[src/rtl/bfly_pkg.sv]
// shared types for the fixed-point radix-2 butterfly pipeline
// modules import it in their bodies and use scoped names on ports
package bfly_pkg;

    // one real or imaginary component
    localparam int SAMPLE_W = 16;

    typedef logic signed [SAMPLE_W-1:0] sample_t;
    // pre-add and butterfly sums carry one guard bit
    typedef logic signed [SAMPLE_W:0]   sum_t;

    typedef struct packed {
        sample_t re;
        sample_t im;
    } cplx_t;

    // fft or ifft operating mode
    typedef enum logic {
        MODE_IFFT = 1'b0,
        MODE_FFT  = 1'b1
    } bfly_mode_e;

    // top input bundle, 97 bits
    typedef struct packed {
        bfly_mode_e mode;
        cplx_t      a;
        cplx_t      b;
        cplx_t      w;
    } bfly_in_t;

    // pre-add stage to multiplier stage
    typedef struct packed {
        logic       valid;
        bfly_mode_e mode;
        cplx_t      a;
        sample_t    b_re;
        sample_t    b_im;
        sample_t    w_re;
        // b_re + b_im, shared by both outputs
        sum_t       sum_k;
        // w_re + w_im
        sum_t       sum_re;
        // w_im - w_re
        sum_t       sum_im;
    } preadd_t;

    // multiplier stage to combine stage
    typedef struct packed {
        logic       valid;
        bfly_mode_e mode;
        cplx_t      a;
        cplx_t      y;
    } prod_t;

endpackage

[src/rtl/bfly_credit_ctrl.sv]
// credit counter for the butterfly input side
// one credit per free sink slot, returned by the sink after it drains a result
`timescale 1ns/1ps

module bfly_credit_ctrl #(
    parameter int unsigned CREDIT_DEPTH = 4
) (
    input  logic clk,
    input  logic rst_n,
    input  logic in_vld_i,
    input  logic credit_i,
    output logic in_rdy_o,
    output logic accept_o
);

    localparam int unsigned      CNT_W    = $clog2(CREDIT_DEPTH + 1);
    localparam logic [CNT_W-1:0] CNT_FULL = CNT_W'(CREDIT_DEPTH);

    // free slots in the sink buffer
    logic [CNT_W-1:0] credit_cnt;

    // ready straight from the counter, no dependence on in_vld_i
    assign in_rdy_o = (credit_cnt != '0);
    assign accept_o = in_vld_i & in_rdy_o;

    ////////////////////////////////////////////////////////////
    // credit bookkeeping
    ////////////////////////////////////////////////////////////
    always_ff @(posedge clk or negedge rst_n) begin
        if (!rst_n) begin
            credit_cnt <= CNT_FULL;
        end else begin
            case ({accept_o, credit_i})
                // take one slot
                2'b10: credit_cnt <= credit_cnt - CNT_W'(1);
                // sink freed one slot
                2'b01: credit_cnt <= credit_cnt + CNT_W'(1);
                // take and return cancel out
                default: credit_cnt <= credit_cnt;
            endcase
        end
    end

    // a full counter means nothing is in flight, so the sink has no credit to give back
    a_credit_bound: assert property (@(posedge clk) disable iff (!rst_n)
        (credit_cnt <= CNT_FULL) && !(credit_i && (credit_cnt == CNT_FULL)))
        else $error("[FAIL] credit_cnt=%0h credit_i=%0h exceeds depth %0d",
                    credit_cnt, credit_i, CREDIT_DEPTH);

endmodule

[src/rtl/bfly_preadd.sv]
// first pipeline stage of the butterfly
// registers the accepted operands, conjugates the twiddle for ifft and forms the pre-add sums
`timescale 1ns/1ps

module bfly_preadd (
    input  logic               clk,
    input  logic               rst_n,
    input  logic               accept_i,
    input  bfly_pkg::bfly_in_t in_i,
    output bfly_pkg::preadd_t  pre_o
);

    import bfly_pkg::*;

    logic     in_vld_q;
    bfly_in_t in_q;
    // twiddle imaginary part after optional conjugation
    sample_t  w_im_c;

    ////////////////////////////////////////////////////////////
    // edge 0 input register
    ////////////////////////////////////////////////////////////
    always_ff @(posedge clk or negedge rst_n) begin
        if (!rst_n) begin
            in_vld_q <= 1'b0;
        end else begin
            in_vld_q <= accept_i;
        end
    end

    // operands only load on an accepted transfer
    always_ff @(posedge clk) begin
        if (accept_i) begin
            in_q <= in_i;
        end
    end

    // ifft runs with conj(w)
    // negating -32768 wraps back to -32768
    always_comb begin
        if (in_q.mode == MODE_IFFT) begin
            w_im_c = sample_t'(-in_q.w.im);
        end else begin
            w_im_c = in_q.w.im;
        end
    end

    ////////////////////////////////////////////////////////////
    // edge 1 pre-add sums
    ////////////////////////////////////////////////////////////
    // the k path needs b_re + b_im and the two corrections need w_re + w_im and w_im - w_re
    always_ff @(posedge clk or negedge rst_n) begin
        if (!rst_n) begin
            pre_o <= '0;
        end else begin
            pre_o.valid  <= in_vld_q;
            pre_o.mode   <= in_q.mode;
            pre_o.a      <= in_q.a;
            // single operands that the multipliers still need
            pre_o.b_re   <= in_q.b.re;
            pre_o.b_im   <= in_q.b.im;
            pre_o.w_re   <= in_q.w.re;
            // 17 bits keep every sum from overflowing
            pre_o.sum_k  <= sum_t'(in_q.b.re) + sum_t'(in_q.b.im);
            pre_o.sum_re <= sum_t'(in_q.w.re) + sum_t'(w_im_c);
            pre_o.sum_im <= sum_t'(w_im_c) - sum_t'(in_q.w.re);
        end
    end

endmodule

[src/rtl/bfly_cmul3.sv]
// complex multiply y = b * w with three multipliers
// the shared product is k = w_re*(b_re+b_im)
// y_re = k - b_im*(w_re+w_im) and y_im = k + b_re*(w_im-w_re)
`timescale 1ns/1ps

module bfly_cmul3 #(
    parameter int unsigned FRAC_W = 14
) (
    input  logic              clk,
    input  logic              rst_n,
    input  bfly_pkg::preadd_t pre_i,
    output bfly_pkg::prod_t   prod_o
);

    import bfly_pkg::*;

    // 16 x 17 signed product
    localparam int unsigned PROD_W = 2 * SAMPLE_W + 1;
    // one more bit for the recombination
    localparam int unsigned YFUL_W = PROD_W + 1;

    logic                     mul_vld_q;
    bfly_mode_e               mul_mode_q;
    cplx_t                    mul_a_q;
    logic signed [PROD_W-1:0] k_q;
    logic signed [PROD_W-1:0] c_re_q;
    logic signed [PROD_W-1:0] c_im_q;
    logic signed [YFUL_W-1:0] y_re_full;
    logic signed [YFUL_W-1:0] y_im_full;

    ////////////////////////////////////////////////////////////
    // edge 2 raw products
    ////////////////////////////////////////////////////////////
    always_ff @(posedge clk or negedge rst_n) begin
        if (!rst_n) begin
            mul_vld_q <= 1'b0;
        end else begin
            mul_vld_q <= pre_i.valid;
        end
    end

    // one multiplier each with operands sign extended to full product width
    always_ff @(posedge clk) begin
        mul_mode_q <= pre_i.mode;
        mul_a_q    <= pre_i.a;
        k_q        <= PROD_W'(pre_i.w_re) * PROD_W'(pre_i.sum_k);
        c_re_q     <= PROD_W'(pre_i.b_im) * PROD_W'(pre_i.sum_re);
        c_im_q     <= PROD_W'(pre_i.b_re) * PROD_W'(pre_i.sum_im);
    end

    // full precision recombination is exact for any 16-bit operands
    assign y_re_full = YFUL_W'(k_q) - YFUL_W'(c_re_q);
    assign y_im_full = YFUL_W'(k_q) + YFUL_W'(c_im_q);

    ////////////////////////////////////////////////////////////
    // edge 3 scaled product
    ////////////////////////////////////////////////////////////
    // drop the twiddle fraction and then keep the low 16 bits
    always_ff @(posedge clk or negedge rst_n) begin
        if (!rst_n) begin
            prod_o <= '0;
        end else begin
            prod_o.valid <= mul_vld_q;
            prod_o.mode  <= mul_mode_q;
            prod_o.a     <= mul_a_q;
            prod_o.y.re  <= sample_t'(y_re_full >>> FRAC_W);
            prod_o.y.im  <= sample_t'(y_im_full >>> FRAC_W);
        end
    end

    // valid chain from pre-add through this stage stays known once out of reset
    a_valid_known: assert property (@(posedge clk) disable iff (!rst_n)
        !$isunknown({pre_i.valid, mul_vld_q, prod_o.valid}))
        else $error("[FAIL] pre_i.valid=%0h mul_vld_q=%0h prod_o.valid=%0h has X",
                    pre_i.valid, mul_vld_q, prod_o.valid);

endmodule

[src/rtl/bfly_combine.sv]
// last butterfly stage that registers ao = a + y and bo = a - y
// fft wraps to 16 bits and ifft halves the 17-bit result
`timescale 1ns/1ps

module bfly_combine (
    input  logic            clk,
    input  logic            rst_n,
    input  bfly_pkg::prod_t prod_i,
    output bfly_pkg::cplx_t ao_o,
    output bfly_pkg::cplx_t bo_o,
    output logic            out_vld_o
);

    import bfly_pkg::*;

    sum_t add_re;
    sum_t add_im;
    sum_t sub_re;
    sum_t sub_im;

    // fft keeps bits 15:0 and ifft keeps bits 16:1
    function automatic sample_t fold_out(input sum_t x, input bfly_mode_e mode);
        if (mode == MODE_IFFT) begin
            return x[SAMPLE_W:1];
        end
        return x[SAMPLE_W-1:0];
    endfunction

    // guard bit sums
    always_comb begin
        add_re = sum_t'(prod_i.a.re) + sum_t'(prod_i.y.re);
        add_im = sum_t'(prod_i.a.im) + sum_t'(prod_i.y.im);
        sub_re = sum_t'(prod_i.a.re) - sum_t'(prod_i.y.re);
        sub_im = sum_t'(prod_i.a.im) - sum_t'(prod_i.y.im);
    end

    ////////////////////////////////////////////////////////////
    // edge 4 output register
    ////////////////////////////////////////////////////////////
    always_ff @(posedge clk or negedge rst_n) begin
        if (!rst_n) begin
            out_vld_o <= 1'b0;
        end else begin
            out_vld_o <= prod_i.valid;
        end
    end

    always_ff @(posedge clk) begin
        ao_o.re <= fold_out(add_re, prod_i.mode);
        ao_o.im <= fold_out(add_im, prod_i.mode);
        bo_o.re <= fold_out(sub_re, prod_i.mode);
        bo_o.im <= fold_out(sub_im, prod_i.mode);
    end

endmodule

[src/rtl/butterfly_top.sv]
// radix-2 fft/ifft butterfly, credit flow control on the input
// five register stages from accept to out_vld_o, one result per cycle
`timescale 1ns/1ps

module butterfly_top #(
    // twiddle fraction bits
    parameter int unsigned FRAC_W       = 14,
    // sink buffer slots
    parameter int unsigned CREDIT_DEPTH = 4
) (
    input  logic               clk,
    input  logic               rst_n,
    // source side
    input  bfly_pkg::bfly_in_t in_i,
    input  logic               in_vld_i,
    output logic               in_rdy_o,
    // sink side, one credit pulse per drained result
    input  logic               credit_i,
    output bfly_pkg::cplx_t    ao_o,
    output bfly_pkg::cplx_t    bo_o,
    output logic               out_vld_o
);

    import bfly_pkg::*;

    logic    accept;
    preadd_t pre;
    prod_t   prod;

    ////////////////////////////////////////////////////////////
    // flow control
    ////////////////////////////////////////////////////////////
    bfly_credit_ctrl #(
        .CREDIT_DEPTH (CREDIT_DEPTH)
    ) u_credit (
        .clk      (clk),
        .rst_n    (rst_n),
        .in_vld_i (in_vld_i),
        .credit_i (credit_i),
        .in_rdy_o (in_rdy_o),
        .accept_o (accept)
    );

    ////////////////////////////////////////////////////////////
    // datapath
    ////////////////////////////////////////////////////////////
    // edges 0 and 1
    bfly_preadd u_preadd (
        .clk      (clk),
        .rst_n    (rst_n),
        .accept_i (accept),
        .in_i     (in_i),
        .pre_o    (pre)
    );

    // edges 2 and 3
    bfly_cmul3 #(
        .FRAC_W (FRAC_W)
    ) u_cmul3 (
        .clk    (clk),
        .rst_n  (rst_n),
        .pre_i  (pre),
        .prod_o (prod)
    );

    // edge 4
    bfly_combine u_combine (
        .clk       (clk),
        .rst_n     (rst_n),
        .prod_i    (prod),
        .ao_o      (ao_o),
        .bo_o      (bo_o),
        .out_vld_o (out_vld_o)
    );

endmodule

[config.mk]
export PLATFORM = sky130hd
export DESIGN_NAME = butterfly_top
export DESIGN_NICKNAME = d
export VERILOG_FILES = /design/src/rtl/bfly_pkg.sv /design/src/rtl/bfly_credit_ctrl.sv /design/src/rtl/bfly_preadd.sv /design/src/rtl/bfly_cmul3.sv /design/src/rtl/bfly_combine.sv /design/src/rtl/butterfly_top.sv
export SDC_FILE = /design/constraint.sdc
export NUM_CORES = 2
export LEC_CHECK = 0
export ABC_AREA = 1
export BUFFER_PORTS_ARGS = -buffer_cell sky130_fd_sc_hd__buf_2
export CAP_MARGIN = 20
export CORE_ASPECT_RATIO = 1.4
export CORE_MARGIN = 5
export CORE_UTILIZATION = 35
export DETAILED_ROUTE_END_ITERATION = 8
export HOLD_SLACK_MARGIN = 0.1
export PLACE_DENSITY_LB_ADDON = 0.2
export SLEW_MARGIN = 20
export SYNTH_ARGS = -nofsm -noshare
export SYNTH_HDL_FRONTEND = slang
export SYNTH_SLANG_ARGS = --single-unit
export TNS_END_PERCENT = 5
[constraint.sdc]
create_clock -name clk -period 7.51 [get_ports clk]
set_input_delay 0.751 -clock clk [delete_from_list [all_inputs] [get_ports clk]]
set_output_delay 0.751 -clock clk [all_outputs]
set_load 0.05 [all_outputs]
==> flow_summary_export.csv <==
group,metric,value,unit
drt,vias_per_cell,4.728,
drt,route.antenna.remaining_nets,0,
synthesis,synth_fp_nets,7883,
global_routing,antenna_found_initial,0,
timing,period_minus_slack,6.126,ns
setup_path,crit_type,"reg2reg",
layout,final_cells,8640,
placed_design,dpl.cell_count,8532,
run,maxCapViolations,0,
timing,fin_skew,0.02465,ns
placed_design,io_buffers,166,
drt,drc,0,
floorplanning,core,0.1516,mm2
placed_design,gp_congestion,0.9529,
synthesis,synth_enable_flop_cells,97,
placed_design,dpl.hpwl,127400,um
layout,multiInputGateArea,0.03469,mm2
synthesis,synthesis.instances,6605,
timing,finalSetupTns,0,ns
synthesis,yosys.area.top_type_share,28.74,%
synthesis,netlist_area,0.05343,mm2
timing,setup_viol,0,
drt,routedWlPerCell,17.73,um
drt,num_vias,40850,
setup_path,slowest_stage,"dfrtp_1",
synthesis,synth_area_leaders,"fa_1 29%, inv_1 11%, nand2_1 11%",
timing,slew_headroom,34.09,%
drt,met1_length,65430,um
timing,hold_viol,0,
layout,antenna_cells,0,
setup_path,startpoint_type,"flip-flop",
global_routing,grt_pass1_vias,43880,
synthesis,syn_area_per_cell,8.090,um2
outcome,status,"complete, no violations",
cts,clk_latency,0.68,ns
synthesis,synth_top_area_cell,"fa_1",
cts,cts.sink_count,488,
timing,drv_slew,0,
setup_path,crit_path_end_kind,"flip-flop",
floorplanning,io_pins,167,
setup_path,arrival,6.71,ns
layout,fin_util,38.23,%
setup_path,cp_top_family,"adder cells",
synthesis,ys.flop_type,"dfrtp_1",
setup_path,path_cells,"nand2_1 > inv_1 > fa_1 > fa_1 > inv_1 > fa_1 > fa_1 > fa_1 > fa_1 > inv_1 > ha_1 > nand2_1 > nor2_1 > inv_1 > nor3_1 > nand4_1 > nand3_1 > xor2_1",
floorplanning,die_x,340.2,um
timing,fmax,163.2,MHz
drt,wl_met3,6690,um
global_routing,grt_pass1_wl,245200,um
hold_path,hp-class,"in2reg",
layout,drive_gt1_share,4.705,%
setup_path,cp.required,8.09,ns
setup_path,path_buf_inv,4,
cts,ctsLongestPathBuffers,3,
floorplanning,fp.dieH,472.3,um
timing,period_share,81.57,%
cts,cts.clk_slew.worst_paths,0.06,ns
drt,dr.pass1.iters,6,
drt,top_layer_used,"met4",
synthesis,synth_seq_cells,488,
cts,cts-resized-gates,0,
layout,ff_latch_area,0.01176,mm2
drt,drtIter0Drc,2347,
synthesis,ys_async_sr_fraction,41.80,%
cts,cts_tree,"done",
global_routing,grt_max_degree,123,
synthesis,ys_seq_area_share,22.01,%
floorplanning,die-area,0.1607,mm2
timing,tightest_slew,0.9872,ns
cts,holdBufCountCts,1,
floorplanning,initial_core_util,35.24,%
global_routing,track_usage,19.29,%
drt,wl_met2,73060,um
cts,cts_root_buffer,"clkbuf_16",
synthesis,yosys_warnings,0,
synthesis,synth_cell_type_count,49,
layout,fillers,15590,
layout,nets,7904,
global_routing,overflow,0,
timing,rsz0062_at_grt,"no",
setup_path,path_max_fanout,17,
setup_path,cpPeakStageDelay,0.86,ns
cts,htree_num_levels,2,
layout,areaGrowthSynthToFinish,8.491,%
drt,routed_wl,153200,um
setup_path,crit_top_cell,"fa_1",
floorplanning,rows,169,
cts,cts_setup_buffers,0,
cts,numCtsBuffers,56,
cell usage after synthesis (3+ instances only):
library cell	number
o31ai_1	5
edfxtp_1	97
nand2_1	1630
buf_2	17
nor3_1	51
a21oi_2	4
o21bai_1	24
clkbuf_2	4
xor2_1	137
o21ai_1	11
nand3_1	262
buf_1	4
a31oi_1	10
nand3b_1	48
nor2_1	309
o21ai_0	145
or2_1	3
nor2_2	5
dfxtp_1	187
mux2i_1	3
fa_1	767
o21a_1	7
a21oi_1	268
inv_1	1631
clkbuf_1	180
nand2_2	5
a21boi_0	3
o211ai_1	8
nand4_1	54
a21o_1	30
xnor2_1	33
ha_1	410
nor4_1	5
dfrtp_1	203
buf_4	5
inv_2	6
or2_2	17
worst register-to-register path, stage by stage (launching register included):
cell and delay, ns:
dfrtp_1 0.86, nand2_1 0.28, inv_1 0.14, fa_1 0.45, fa_1 0.63, inv_1 0.16
fa_1 0.51, fa_1 0.57, fa_1 0.43, fa_1 0.49, inv_1 0.04, ha_1 0.40
nand2_1 0.14, nor2_1 0.17, inv_1 0.08, nor3_1 0.23, nand4_1 0.15, nand3_1 0.13
xor2_1 0.19
layout by cell type, fill, tap and decap left out, drive strengths merged, types with 2 or more instances in the layout:
cell      instances
inv            1646
nand2          1635
fa              767
ha              410
nor2            314
a21oi           272
nand3           263
dfrtp           203
dfxtp           187
buf             172
o21ai           156
xor2            137
edfxtp           97
clkbuf           67
nand4            54
nor3             51
nand3b           48
xnor2            33
a21o             30
o21bai           24
or2              22
clkinv           19
a31oi            10
o211ai           10
o21a              7
clkinvlp          6
nor4              5
o31ai             5
bufinv            5
a21boi            5
mux2i             3
and2              2
and3              2
registers in the layout, summed over array words and instances (netlist names):
signal,flops
u_credit.credit_cnt,3
u_cmul3.mul_vld_q,1
u_cmul3.mul_a_q,32
u_preadd.in_vld_q,1
u_preadd.in_q,97
u_combine.bo_o,32
u_cmul3.c_im_q,30
u_combine.out_vld_o,1
u_cmul3.k_q,30
u_combine.ao_o,32
u_cmul3.prod_o,66
u_cmul3.mul_mode_q,1
u_cmul3.c_re_q,30
u_preadd.pre_o,132
layer usage:
metal	track usage [%]	vias to the layer above
met5	0	-
met4	8.344	0
met3	2.183	261
met2	33.33	1000
met1	24.50	19930
li1	-	19660
kinds of logic after synthesis:
group	share of synthesized area, %
buffers and inverters	13.06
AOI/OAI and AO/OA	5.341
adders and majority gates	38.34
muxes	0.07728
xor gates and xnor gates	2.787
and+or+nand+nor	18.38
DFF	22.01
through the flow:
stage | area, um2 | hold WS, ns | setup WS [ns]
floorplan | 53430 | 0.3163 | 2.175
detailed placement | 55950 | 0.3195 | 1.371
global route | 57970 | 0.2028 | 1.039
finish | 57970 | 0.2475 | 1.384
global placement | 55950 | 0.3153 | 1.367
CTS | 57940 | 0.1785 | 1.383
layout make-up:
cell class,instances,share of cell area [%]
clock buffers,67,2.631
repair buffers,173,1.602
inverters,1637,10.60
well taps,1966,4.243
flip-flops and latches,488,20.29
multi-input cells,4270,59.84
clock inverters,39,0.7814
worst paths after layout:
check / from / to / slack, ns / cells after the start
worst max-delay path: u_preadd.pre_o[55] / u_cmul3.k_q[25] / 1.38 / 18
worst min register to register: u_cmul3.mul_a_q[29] / u_cmul3.prod_o[61] / 0.33 / 0
worst min-delay path: in_i[65] / u_preadd.in_q[65] / 0.25 / 1
max in group asynchronous: rst_n / u_cmul3.prod_o[64] / 5.64 / 3
min in group asynchronous: rst_n / u_preadd.pre_o[66] / 0.63 / 2
worst max register to register: u_preadd.pre_o[55] / u_cmul3.k_q[25] / 1.38 / 18
Power is left out: the tool's default activity adds up to more than one toggle a clock period on the data nets, which glitch-free logic cannot reach.
